## src/include/rv_consts.svh

```systemverilog
// ====================
// RV32I core constants
// Widths, register count and reset PC
// ====================
`ifndef RV_CONSTS_SVH
`define RV_CONSTS_SVH

`define RV_XLEN      32
`define RV_NUM_REGS  32
`define RV_RESET_PC  32'h0000_0000

`endif

```

## src/verilog/rv_isa_pkg.sv

```systemverilog
// ====================
// RV32I instruction set
// Opcodes, funct3 codes and instruction formats
// ====================
package rv_isa_pkg;

  typedef enum logic [6:0] {
    OPCODE_LOAD     = 7'b0000011,
    OPCODE_MISC_MEM = 7'b0001111,
    OPCODE_OP_IMM   = 7'b0010011,
    OPCODE_AUIPC    = 7'b0010111,
    OPCODE_STORE    = 7'b0100011,
    OPCODE_OP       = 7'b0110011,
    OPCODE_LUI      = 7'b0110111,
    OPCODE_BRANCH   = 7'b1100011,
    OPCODE_JALR     = 7'b1100111,
    OPCODE_JAL      = 7'b1101111
  } rv_opcode_t;

  // Branch compare codes
  localparam logic [2:0] rv_funct3_beq  = 3'b000;
  localparam logic [2:0] rv_funct3_bne  = 3'b001;
  localparam logic [2:0] rv_funct3_blt  = 3'b100;
  localparam logic [2:0] rv_funct3_bge  = 3'b101;
  localparam logic [2:0] rv_funct3_bltu = 3'b110;
  localparam logic [2:0] rv_funct3_bgeu = 3'b111;

  // ALU codes, shared by OP and OP-IMM
  localparam logic [2:0] rv_funct3_add_sub = 3'b000;
  localparam logic [2:0] rv_funct3_sll     = 3'b001;
  localparam logic [2:0] rv_funct3_slt     = 3'b010;
  localparam logic [2:0] rv_funct3_sltu    = 3'b011;
  localparam logic [2:0] rv_funct3_xor     = 3'b100;
  localparam logic [2:0] rv_funct3_srl_sra = 3'b101;
  localparam logic [2:0] rv_funct3_or      = 3'b110;
  localparam logic [2:0] rv_funct3_and     = 3'b111;

  typedef struct packed {
    logic [6:0] funct7;
    logic [4:0] rs2;
    logic [4:0] rs1;
    logic [2:0] funct3;
    logic [4:0] rd;
    logic [6:0] opcode;
  } rv_r_t;

  typedef struct packed {
    logic [11:0] imm_11_0;
    logic [4:0]  rs1;
    logic [2:0]  funct3;
    logic [4:0]  rd;
    logic [6:0]  opcode;
  } rv_i_t;

  typedef struct packed {
    logic [6:0] imm_11_5;
    logic [4:0] rs2;
    logic [4:0] rs1;
    logic [2:0] funct3;
    logic [4:0] imm_4_0;
    logic [6:0] opcode;
  } rv_s_t;

  typedef struct packed {
    logic       imm_12;
    logic [5:0] imm_10_5;
    logic [4:0] rs2;
    logic [4:0] rs1;
    logic [2:0] funct3;
    logic [3:0] imm_4_1;
    logic       imm_11;
    logic [6:0] opcode;
  } rv_b_t;

  typedef struct packed {
    logic [19:0] imm_31_12;
    logic [4:0]  rd;
    logic [6:0]  opcode;
  } rv_u_t;

  typedef struct packed {
    logic       imm_20;
    logic [9:0] imm_10_1;
    logic       imm_11;
    logic [7:0] imm_19_12;
    logic [4:0] rd;
    logic [6:0] opcode;
  } rv_j_t;

  // One fetched word, viewed in each format
  typedef union packed {
    rv_r_t r;
    rv_i_t i;
    rv_s_t s;
    rv_b_t b;
    rv_u_t u;
    rv_j_t j;
  } rv_inst_t;

endpackage

```

## src/verilog/rv_ctrl_pkg.sv

```systemverilog
// ====================
// Datapath select encodings
// Driven by the decoder, consumed by the datapath
// ====================
package rv_ctrl_pkg;

  typedef enum logic [1:0] {
    CTL_PC_PC4     = 2'b00,
    CTL_PC_PC_IMM  = 2'b01,
    CTL_PC_RS1_IMM = 2'b10
  } rv_pc_sel_t;

  typedef enum logic {
    CTL_ALU_A_RS1 = 1'b0,
    CTL_ALU_A_PC  = 1'b1
  } rv_alu_a_sel_t;

  typedef enum logic {
    CTL_ALU_B_RS2 = 1'b0,
    CTL_ALU_B_IMM = 1'b1
  } rv_alu_b_sel_t;

  // ALU works out the exact operation per class
  typedef enum logic [1:0] {
    CTL_ALU_ADD    = 2'b00,
    CTL_ALU_OP     = 2'b01,
    CTL_ALU_OP_IMM = 2'b10,
    CTL_ALU_BRANCH = 2'b11
  } rv_alu_class_t;

  typedef enum logic [2:0] {
    CTL_WRITEBACK_ALU  = 3'b000,
    CTL_WRITEBACK_DATA = 3'b001,
    CTL_WRITEBACK_IMM  = 3'b010,
    CTL_WRITEBACK_PC4  = 3'b011
  } rv_wb_sel_t;

endpackage

```

## src/verilog/singlecycle_control.sv

```systemverilog
// ====================
// Single-cycle control decoder
// Opcode to datapath selects and memory enables
// ====================
`timescale 1ns/1ps

module singlecycle_control (
  input  rv_isa_pkg::rv_opcode_t     inst_opcode,
  input  logic                       take_branch,
  output rv_ctrl_pkg::rv_pc_sel_t    next_pc_select,
  output logic                       regfile_write_enable,
  output rv_ctrl_pkg::rv_alu_a_sel_t alu_operand_a_select,
  output rv_ctrl_pkg::rv_alu_b_sel_t alu_operand_b_select,
  output rv_ctrl_pkg::rv_alu_class_t alu_op_type2,
  output logic                       data_mem_read_enable,
  output logic                       data_mem_write_enable,
  output rv_ctrl_pkg::rv_wb_sel_t    reg_writeback_select
);
  import rv_isa_pkg::*;
  import rv_ctrl_pkg::*;

  always_comb begin
    case (inst_opcode)
      OPCODE_BRANCH: next_pc_select = take_branch ? CTL_PC_PC_IMM : CTL_PC_PC4;
      OPCODE_JALR:   next_pc_select = CTL_PC_RS1_IMM;
      OPCODE_JAL:    next_pc_select = CTL_PC_PC_IMM;
      default:       next_pc_select = CTL_PC_PC4;
    endcase
  end

  // FENCE and unknown opcodes fall to the no-op default
  always_comb begin
    case (inst_opcode)
      OPCODE_LOAD,
      OPCODE_OP_IMM,
      OPCODE_AUIPC,
      OPCODE_OP,
      OPCODE_LUI,
      OPCODE_JALR,
      OPCODE_JAL:  regfile_write_enable = 1'b1;
      default:     regfile_write_enable = 1'b0;
    endcase
  end

  always_comb begin
    case (inst_opcode)
      OPCODE_AUIPC,
      OPCODE_JAL:  alu_operand_a_select = CTL_ALU_A_PC;
      default:     alu_operand_a_select = CTL_ALU_A_RS1;
    endcase
  end

  always_comb begin
    case (inst_opcode)
      OPCODE_LOAD,
      OPCODE_OP_IMM,
      OPCODE_AUIPC,
      OPCODE_STORE,
      OPCODE_JALR,
      OPCODE_JAL:  alu_operand_b_select = CTL_ALU_B_IMM;
      default:     alu_operand_b_select = CTL_ALU_B_RS2;
    endcase
  end

  always_comb begin
    case (inst_opcode)
      OPCODE_OP_IMM: alu_op_type2 = CTL_ALU_OP_IMM;
      OPCODE_OP:     alu_op_type2 = CTL_ALU_OP;
      OPCODE_BRANCH: alu_op_type2 = CTL_ALU_BRANCH;
      default:       alu_op_type2 = CTL_ALU_ADD;
    endcase
  end

  always_comb begin
    data_mem_read_enable  = inst_opcode == OPCODE_LOAD;
    data_mem_write_enable = inst_opcode == OPCODE_STORE;
  end

  always_comb begin
    case (inst_opcode)
      OPCODE_LOAD: reg_writeback_select = CTL_WRITEBACK_DATA;
      OPCODE_LUI:  reg_writeback_select = CTL_WRITEBACK_IMM;
      OPCODE_JALR,
      OPCODE_JAL:  reg_writeback_select = CTL_WRITEBACK_PC4;
      default:     reg_writeback_select = CTL_WRITEBACK_ALU;
    endcase
  end

endmodule

```

## src/verilog/rv_alu.sv

```systemverilog
// ====================
// RV32I ALU
// Decodes its operation from class, funct3 and funct7
// ====================
`timescale 1ns/1ps
`include "rv_consts.svh"

module rv_alu (
  input  rv_ctrl_pkg::rv_alu_class_t alu_class,
  input  logic [2:0]                 funct3,
  input  logic                       funct7_bit5,
  input  logic [`RV_XLEN-1:0]        operand_a,
  input  logic [`RV_XLEN-1:0]        operand_b,
  output logic [`RV_XLEN-1:0]        result
);
  import rv_isa_pkg::*;
  import rv_ctrl_pkg::*;

  localparam int shamt_w = $clog2(`RV_XLEN);

  logic [`RV_XLEN-1:0] sum;
  logic [`RV_XLEN-1:0] diff;
  logic [shamt_w-1:0]  shamt;
  logic                use_sub;
  logic [`RV_XLEN-1:0] func_result;

  assign sum   = operand_a + operand_b;
  assign diff  = operand_a - operand_b;
  assign shamt = operand_b[shamt_w-1:0];

  // Immediate forms never subtract, bit 30 there is immediate data
  assign use_sub = (alu_class == CTL_ALU_OP) && funct7_bit5;

  always_comb begin
    case (funct3)
      rv_funct3_add_sub: func_result = use_sub ? diff : sum;
      rv_funct3_sll:     func_result = operand_a << shamt;
      rv_funct3_slt: begin
        func_result = {{(`RV_XLEN-1){1'b0}}, $signed(operand_a) < $signed(operand_b)};
      end
      rv_funct3_sltu:    func_result = {{(`RV_XLEN-1){1'b0}}, operand_a < operand_b};
      rv_funct3_xor:     func_result = operand_a ^ operand_b;
      rv_funct3_srl_sra: begin
        if (funct7_bit5) begin
          func_result = $unsigned($signed(operand_a) >>> shamt);
        end else begin
          func_result = operand_a >> shamt;
        end
      end
      rv_funct3_or:      func_result = operand_a | operand_b;
      default:           func_result = operand_a & operand_b;
    endcase
  end

  always_comb begin
    case (alu_class)
      CTL_ALU_ADD:    result = sum;
      CTL_ALU_BRANCH: result = diff;
      default:        result = func_result;
    endcase
  end

endmodule

```

## src/verilog/rv_regfile.sv

```systemverilog
// ====================
// Integer register file
// Two read ports, one write port, x0 reads zero
// ====================
`timescale 1ns/1ps
`include "rv_consts.svh"

module rv_regfile (
  input  logic                clock,
  input  logic                write_enable,
  input  logic [4:0]          write_addr,
  input  logic [`RV_XLEN-1:0] write_data,
  input  logic [4:0]          read_addr_a,
  input  logic [4:0]          read_addr_b,
  output logic [`RV_XLEN-1:0] read_data_a,
  output logic [`RV_XLEN-1:0] read_data_b
);

  logic [`RV_XLEN-1:0] regs [`RV_NUM_REGS];

  always_ff @(posedge clock) begin
    if (write_enable && write_addr != 5'd0) begin
      regs[write_addr] <= write_data;
    end
  end

  assign read_data_a = (read_addr_a == 5'd0) ? '0 : regs[read_addr_a];
  assign read_data_b = (read_addr_b == 5'd0) ? '0 : regs[read_addr_b];

endmodule

```

## src/verilog/rv_datapath.sv

```systemverilog
// ====================
// Single-cycle datapath
// PC, immediates, operand and writeback muxes, branch compare
// ====================
`timescale 1ns/1ps
`include "rv_consts.svh"

module rv_datapath (
  input  logic                       clock,
  input  logic                       reset,
  input  logic [`RV_XLEN-1:0]        inst_data,
  input  logic [`RV_XLEN-1:0]        data_rdata,
  input  rv_ctrl_pkg::rv_pc_sel_t    next_pc_select,
  input  logic                       regfile_write_enable,
  input  rv_ctrl_pkg::rv_alu_a_sel_t alu_operand_a_select,
  input  rv_ctrl_pkg::rv_alu_b_sel_t alu_operand_b_select,
  input  rv_ctrl_pkg::rv_alu_class_t alu_op_type2,
  input  rv_ctrl_pkg::rv_wb_sel_t    reg_writeback_select,
  output logic                       take_branch,
  output logic [`RV_XLEN-1:0]        inst_addr,
  output logic [`RV_XLEN-1:0]        data_addr,
  output logic [`RV_XLEN-1:0]        data_wdata
);
  import rv_isa_pkg::*;
  import rv_ctrl_pkg::*;

  rv_inst_t            inst;
  logic [`RV_XLEN-1:0] pc;
  logic [`RV_XLEN-1:0] pc_plus4;
  logic [`RV_XLEN-1:0] pc_imm;
  logic [`RV_XLEN-1:0] rs1_imm;
  logic [`RV_XLEN-1:0] next_pc;
  logic [`RV_XLEN-1:0] imm;
  logic [`RV_XLEN-1:0] rs1_data;
  logic [`RV_XLEN-1:0] rs2_data;
  logic [`RV_XLEN-1:0] alu_a;
  logic [`RV_XLEN-1:0] alu_b;
  logic [`RV_XLEN-1:0] alu_result;
  logic [`RV_XLEN-1:0] wb_data;
  logic                rf_write_enable;

  assign inst = inst_data;

  // Immediate by format
  always_comb begin
    case (rv_opcode_t'(inst.r.opcode))
      OPCODE_STORE: imm = {{(`RV_XLEN-12){inst.s.imm_11_5[6]}}, inst.s.imm_11_5, inst.s.imm_4_0};
      OPCODE_BRANCH: begin
        imm = {{(`RV_XLEN-13){inst.b.imm_12}}, inst.b.imm_12, inst.b.imm_11,
               inst.b.imm_10_5, inst.b.imm_4_1, 1'b0};
      end
      OPCODE_LUI,
      OPCODE_AUIPC: imm = {inst.u.imm_31_12, 12'd0};
      OPCODE_JAL: begin
        imm = {{(`RV_XLEN-21){inst.j.imm_20}}, inst.j.imm_20, inst.j.imm_19_12,
               inst.j.imm_11, inst.j.imm_10_1, 1'b0};
      end
      default:      imm = {{(`RV_XLEN-12){inst.i.imm_11_0[11]}}, inst.i.imm_11_0};
    endcase
  end

  assign rf_write_enable = regfile_write_enable && !reset;

  rv_regfile regfile_i (
    .clock        (clock),
    .write_enable (rf_write_enable),
    .write_addr   (inst.r.rd),
    .write_data   (wb_data),
    .read_addr_a  (inst.r.rs1),
    .read_addr_b  (inst.r.rs2),
    .read_data_a  (rs1_data),
    .read_data_b  (rs2_data)
  );

  assign alu_a = (alu_operand_a_select == CTL_ALU_A_PC) ? pc : rs1_data;
  assign alu_b = (alu_operand_b_select == CTL_ALU_B_IMM) ? imm : rs2_data;

  rv_alu alu_i (
    .alu_class   (alu_op_type2),
    .funct3      (inst.r.funct3),
    .funct7_bit5 (inst.r.funct7[5]),
    .operand_a   (alu_a),
    .operand_b   (alu_b),
    .result      (alu_result)
  );

  always_comb begin
    case (inst.b.funct3)
      rv_funct3_beq:  take_branch = rs1_data == rs2_data;
      rv_funct3_bne:  take_branch = rs1_data != rs2_data;
      rv_funct3_blt:  take_branch = $signed(rs1_data) < $signed(rs2_data);
      rv_funct3_bge:  take_branch = $signed(rs1_data) >= $signed(rs2_data);
      rv_funct3_bltu: take_branch = rs1_data < rs2_data;
      rv_funct3_bgeu: take_branch = rs1_data >= rs2_data;
      default:        take_branch = 1'b0;
    endcase
  end

  always_comb begin
    case (reg_writeback_select)
      CTL_WRITEBACK_DATA: wb_data = data_rdata;
      CTL_WRITEBACK_IMM:  wb_data = imm;
      CTL_WRITEBACK_PC4:  wb_data = pc_plus4;
      default:            wb_data = alu_result;
    endcase
  end

  assign pc_plus4 = pc + `RV_XLEN'd4;
  assign pc_imm   = pc + imm;
  assign rs1_imm  = rs1_data + imm;

  always_comb begin
    case (next_pc_select)
      CTL_PC_PC_IMM:  next_pc = pc_imm;
      // JALR target drops bit 0
      CTL_PC_RS1_IMM: next_pc = {rs1_imm[`RV_XLEN-1:1], 1'b0};
      default:        next_pc = pc_plus4;
    endcase
  end

  always_ff @(posedge clock) begin
    if (reset) begin
      pc <= `RV_RESET_PC;
    end else begin
      pc <= next_pc;
    end
  end

  assign inst_addr  = pc;
  assign data_addr  = alu_result;
  assign data_wdata = rs2_data;

  // Jump and branch targets from the program must keep fetch aligned
  assert property (@(posedge clock) !reset |=> pc[1:0] == 2'b00);

endmodule

```

## src/verilog/rv_core.sv

```systemverilog
// ====================
// RV32I single-cycle core
// Decoder and datapath on split fetch and data ports
// ====================
`timescale 1ns/1ps
`include "rv_consts.svh"

module rv_core (
  input  logic                clock,
  input  logic                reset,
  output logic [`RV_XLEN-1:0] inst_addr,
  input  logic [`RV_XLEN-1:0] inst_data,
  output logic [`RV_XLEN-1:0] data_addr,
  output logic [`RV_XLEN-1:0] data_wdata,
  input  logic [`RV_XLEN-1:0] data_rdata,
  output logic                data_read_enable,
  output logic                data_write_enable
);
  import rv_isa_pkg::*;
  import rv_ctrl_pkg::*;

  rv_opcode_t    inst_opcode;
  logic          take_branch;
  rv_pc_sel_t    next_pc_select;
  logic          regfile_write_enable;
  rv_alu_a_sel_t alu_operand_a_select;
  rv_alu_b_sel_t alu_operand_b_select;
  rv_alu_class_t alu_op_type2;
  logic          data_mem_read_enable;
  logic          data_mem_write_enable;
  rv_wb_sel_t    reg_writeback_select;

  assign inst_opcode = rv_opcode_t'(inst_data[6:0]);

  singlecycle_control control_i (
    .inst_opcode           (inst_opcode),
    .take_branch           (take_branch),
    .next_pc_select        (next_pc_select),
    .regfile_write_enable  (regfile_write_enable),
    .alu_operand_a_select  (alu_operand_a_select),
    .alu_operand_b_select  (alu_operand_b_select),
    .alu_op_type2          (alu_op_type2),
    .data_mem_read_enable  (data_mem_read_enable),
    .data_mem_write_enable (data_mem_write_enable),
    .reg_writeback_select  (reg_writeback_select)
  );

  rv_datapath datapath_i (
    .clock                (clock),
    .reset                (reset),
    .inst_data            (inst_data),
    .data_rdata           (data_rdata),
    .next_pc_select       (next_pc_select),
    .regfile_write_enable (regfile_write_enable),
    .alu_operand_a_select (alu_operand_a_select),
    .alu_operand_b_select (alu_operand_b_select),
    .alu_op_type2         (alu_op_type2),
    .reg_writeback_select (reg_writeback_select),
    .take_branch          (take_branch),
    .inst_addr            (inst_addr),
    .data_addr            (data_addr),
    .data_wdata           (data_wdata)
  );

  // No memory traffic while held in reset
  assign data_read_enable  = data_mem_read_enable && !reset;
  assign data_write_enable = data_mem_write_enable && !reset;

  assert property (@(posedge clock) !(data_read_enable && data_write_enable));

endmodule

```

## config.mk

```make
export PLATFORM = sky130hd
export DESIGN_NAME = rv_core
export DESIGN_NICKNAME = d
export VERILOG_FILES = /design/src/verilog/rv_isa_pkg.sv /design/src/verilog/rv_ctrl_pkg.sv /design/src/verilog/singlecycle_control.sv /design/src/verilog/rv_alu.sv /design/src/verilog/rv_regfile.sv /design/src/verilog/rv_datapath.sv /design/src/verilog/rv_core.sv
export VERILOG_INCLUDE_DIRS = /design/src /design/src/include
export SDC_FILE = /design/constraint.sdc
export NUM_CORES = 2
export LEC_CHECK = 0
export BUFFER_PORTS_ARGS = -buffer_cell sky130_fd_sc_hd__buf_2
export CAP_MARGIN = 20
export CORE_ASPECT_RATIO = 0.9
export CORE_MARGIN = 2
export CORE_UTILIZATION = 45
export DETAILED_ROUTE_END_ITERATION = 8
export GPL_TIMING_DRIVEN = 0
export HOLD_SLACK_MARGIN = 0.1
export SLEW_MARGIN = 20
export SYNTH_ARGS = -nofsm -noshare
export SYNTH_HDL_FRONTEND = slang
export SYNTH_SLANG_ARGS = --single-unit
export TNS_END_PERCENT = 30
```

## constraint.sdc

```tcl
create_clock -name clock -period 10.4 [get_ports clock]
set_clock_uncertainty 0.2 [all_clocks]
set_input_delay 1.04 -clock clock [delete_from_list [all_inputs] [get_ports clock]]
set_output_delay 1.04 -clock clock [all_outputs]
set_load 0.05 [all_outputs]
```

==> impl_metrics.csv <==
group,metric,value,unit
timing,fmax,92.5,MHz
outcome,violations,"setup timing",
placed_design,pre_cts_slack,-2050,ps
route,antenna_left,0,
grt,grtUsageTotal,47.9,%
final_layout,layout.nets,5896,
power_and_ir_drop,switching_share,38.7,%
placed_design,dp_hpwl,279,mm
yosys,synth_cell_types,106,
timing,tightest_slew,1320,ps
critical_path,critical_path_class,"input pin to output pin",
yosys,yosysSeqAreaShare,47.5,%
timing,slew-limit-headroom,11.3,%
final_layout,layout-drive-gt1-share,21.7,%
clock_tree,cts_root_buf,"clkbuf_16",
clock_tree,clock_latency,810,ps
power_and_ir_drop,p_leak,27.9,nW
route,drtIter0Drc,10221,
yosys,synth_warnings,0,
critical_path,path_max_fanout,10,
yosys,synthTopCellsByArea,"edfxtp_1 (46%), mux4_2 (12%), mux2i_1 (8.6%), ha_1 (3.7%), a21oi_1 (2.6%)",
floorplanning,core_area,146000,um2
worst_hold_path,min_from,"datapath_i.inst_addr[1]",
grt,gr-total-overflow,0,
grt,grt_pass1_wl,484,mm
final_layout,final_common_cell,"edfxtp_1",
clock_tree,cts_buffer_depth,3,
critical_path,critical_path_arrival,9570,ps
timing,setup_viol,11,
grt,antenna_found_initial,26,
timing,min_period_over_period,104,%
final_layout,synthToLayoutAreaGrowth,15.4,%
clock_tree,htree_num_levels,3,
yosys,synthFlopType,"edfxtp_1",
yosys,netlist_area,66100,um2
clock_tree,postCtsSetupRepairBufs,0,
floorplanning,start_util,45.3,%
critical_path,worstSetupStartpoint,"inst_data[19]",
worst_hold_path,worst_hold_path_type,"flip-flop to flip-flop",
timing,maxSlewViolCount,0,
clock_tree,cts_hold_buf,0,
critical_path,r2r-start,"datapath_i.regfile_i.regs[8][1]",
placed_design,placed_area,72400,um2
grt,grt_pass1_vias,53239,
yosys,yosys.area.top_type,"edfxtp_1",
route,first_pass_iters,6,
clock_tree,cts_tree,"built",
timing,grt_setup_unrepaired,"yes",
job,cap_violations,0,
power_and_ir_drop,power-per-cell-area,187,nW/um2
critical_path,cp-end-kind,"output pin",
route,drc_errors,0,
power_and_ir_drop,ir_drop,160,uV
critical_path,crit_required,9160,ps
placed_design,port_buffers,155,
final_layout,utilization,52.3,%
power_and_ir_drop,intPower,0.00876,W
floorplanning,ioPinCount,164,
floorplanning,die_height,368,um
clock_tree,cts.sinks,1056,
floorplanning,row_count,133,
route,routed_wl,368,mm
power_and_ir_drop,p_sw,0.00554,W
timing,fin_ws,-407,ps
timing,min_period,10810,ps
placed_design,gp_congestion,1.08,
yosys,synth_area_per_cell,12.7,um2
grt,grt_max_degree,33,
timing,hold_viol,0,
clock_tree,clk_pin_slew_worst_paths,60,ps
yosys,synth_top_area_share,46.5,%
outcome,outcome,"complete, but fails checks",
power_and_ir_drop,comb_power_share,35.3,%
yosys,postSynthCellCount,5222,
final_layout,layout_common_cells,"edfxtp_1 (1024), mux2i_1 (571), mux4_2 (360)",
floorplanning,die-area,150000,um2
yosys,synthArstFlopShare,0,%
yosys,ys_seq_elements,1056,
yosys,synth_edf_count,1024,
route,vias,57456,
route,wl_per_cell,47.8,um
final_layout,stdcell_area,76400,um2
final_layout,fill_cells,12575,
route,viasPerCell,7.46,
floorplanning,die_w,408,um
power_and_ir_drop,p_seq_share,37.4,%
clock_tree,cts_made_buffers,110,
critical_path,crit_path_start_kind,"input pin",
power_and_ir_drop,power_frac_clock,27.3,%
-- layer usage --
metal  routed length [um]  global-route usage (%)
met1               130000                    60.5
met2               151000                    68.1
met3                53600                    17.5
met4                32700                    33.9
met5                  258                       0
-- worst paths after layout --
kind / slack [ps] / end / depth (start not counted)
max: -410 / data_addr[31] / 23
min: 510 / datapath_i.inst_addr[1] / 2
max reg2reg: 1790 / datapath_i.regfile_i.regs[12][25] / 22
min reg2reg: 510 / datapath_i.inst_addr[1] / 2
-- timing repair --
| item | 4_1_cts | 5_1_grt |
|---|---|---|
| gates resized for setup | 92 | 38 |
| pin swaps | 0 | 1 |
| gates cloned | 0 | 0 |
| setup endpoints to repair | 263 | 13 |
-- per-stage QoR --
stage	TNS (ps)	hold slack, ps	power, W	cells
3_3_place_gp	-2073550	515	0.0100	7365
2_1_floorplan	0	582	0.00801	5253
3_5_place_dp	-435360	500	0.0101	7478
4_1_cts	-44.9	507	0.0140	7682
5_1_grt	-194	541	0.0145	7681
6_report	-1790	511	0.0143	7698
-- cells in the mapped netlist, types with 29 or more instances --
master,number
o21a_1,38
a22o_1,34
buf_2,81
o31ai_1,30
a21o_1,97
buf_6,33
nand2b_1,29
a31oi_1,44
o211ai_1,43
nand3_1,79
a221oi_1,53
xor2_1,45
dfxtp_1,32
edfxtp_1,1024
buf_4,42
nand2_1,265
clkbuf_1,182
a22oi_1,221
a21oi_1,344
nor4_1,37
o21ai_0,164
nor2b_1,34
ha_1,196
nor3_1,61
inv_1,153
nor2_1,253
a211oi_1,56
xnor2_1,82
mux2i_1,571
buf_1,43
a21boi_0,31
mux4_2,360
-- state kept, by name (all words and copies together), names as in the netlist --
register and cells:
datapath_i.regfile_i.regs 1024, datapath_i.inst_addr 32
-- power by group through the flow --
stage / combinational, W / sequential [W] / clock (W)
2_1_floorplan: 0.00257 / 0.00544 / 0
3_3_place_gp: 0.00451 / 0.00549 / 0
3_5_place_dp: 0.00470 / 0.00545 / 0
4_1_cts: 0.00475 / 0.00536 / 0.00387
5_1_grt: 0.00507 / 0.00535 / 0.00404
6_report: 0.00504 / 0.00535 / 0.00391
-- cell families after synthesis --
logic type	synth area share, %
fa+ha+maj	3.83
buf+inv	3.99
xor+xnor	1.68
other cells	0.00567
mux	21.9
flops	47.5
simple gates	6.51
compound gates	14.6
-- layout make-up --
type	instances	area (um2)	share of cell area (%)
Multi-Input combinational cell	3642	33100	43.4
Buffer	381	2180	2.86
Clock buffer	130	2830	3.70
Clock inverter	75	696	0.911
Timing Repair Buffer	269	3020	3.96
Inverter	170	638	0.836
Sequential cell	1056	31400	41.1
Tap cell	1957	2450	3.21
Antenna cell	18	45.0	0.0590
-- worst max-delay path, cell delays in order --
cell and delay (ps):
buf_2 240, nand2b_1 140, clkbuf_1 450, buf_2 580
clkbuf_1 950, a21oi_1 70, nor4_1 780, a22o_1 810
ha_1 350, clkbuf_1 250, or2_2 360, a211oi_1 240
a31o_2 250, o21ai_1 190, o21ai_0 460, a21oi_1 260
nor3_1 430, o31ai_2 150, and3_1 190, or3_1 480
a31o_2 290, nand2_1 230, buf_2 320
Power figures use the tool's default switching activity.
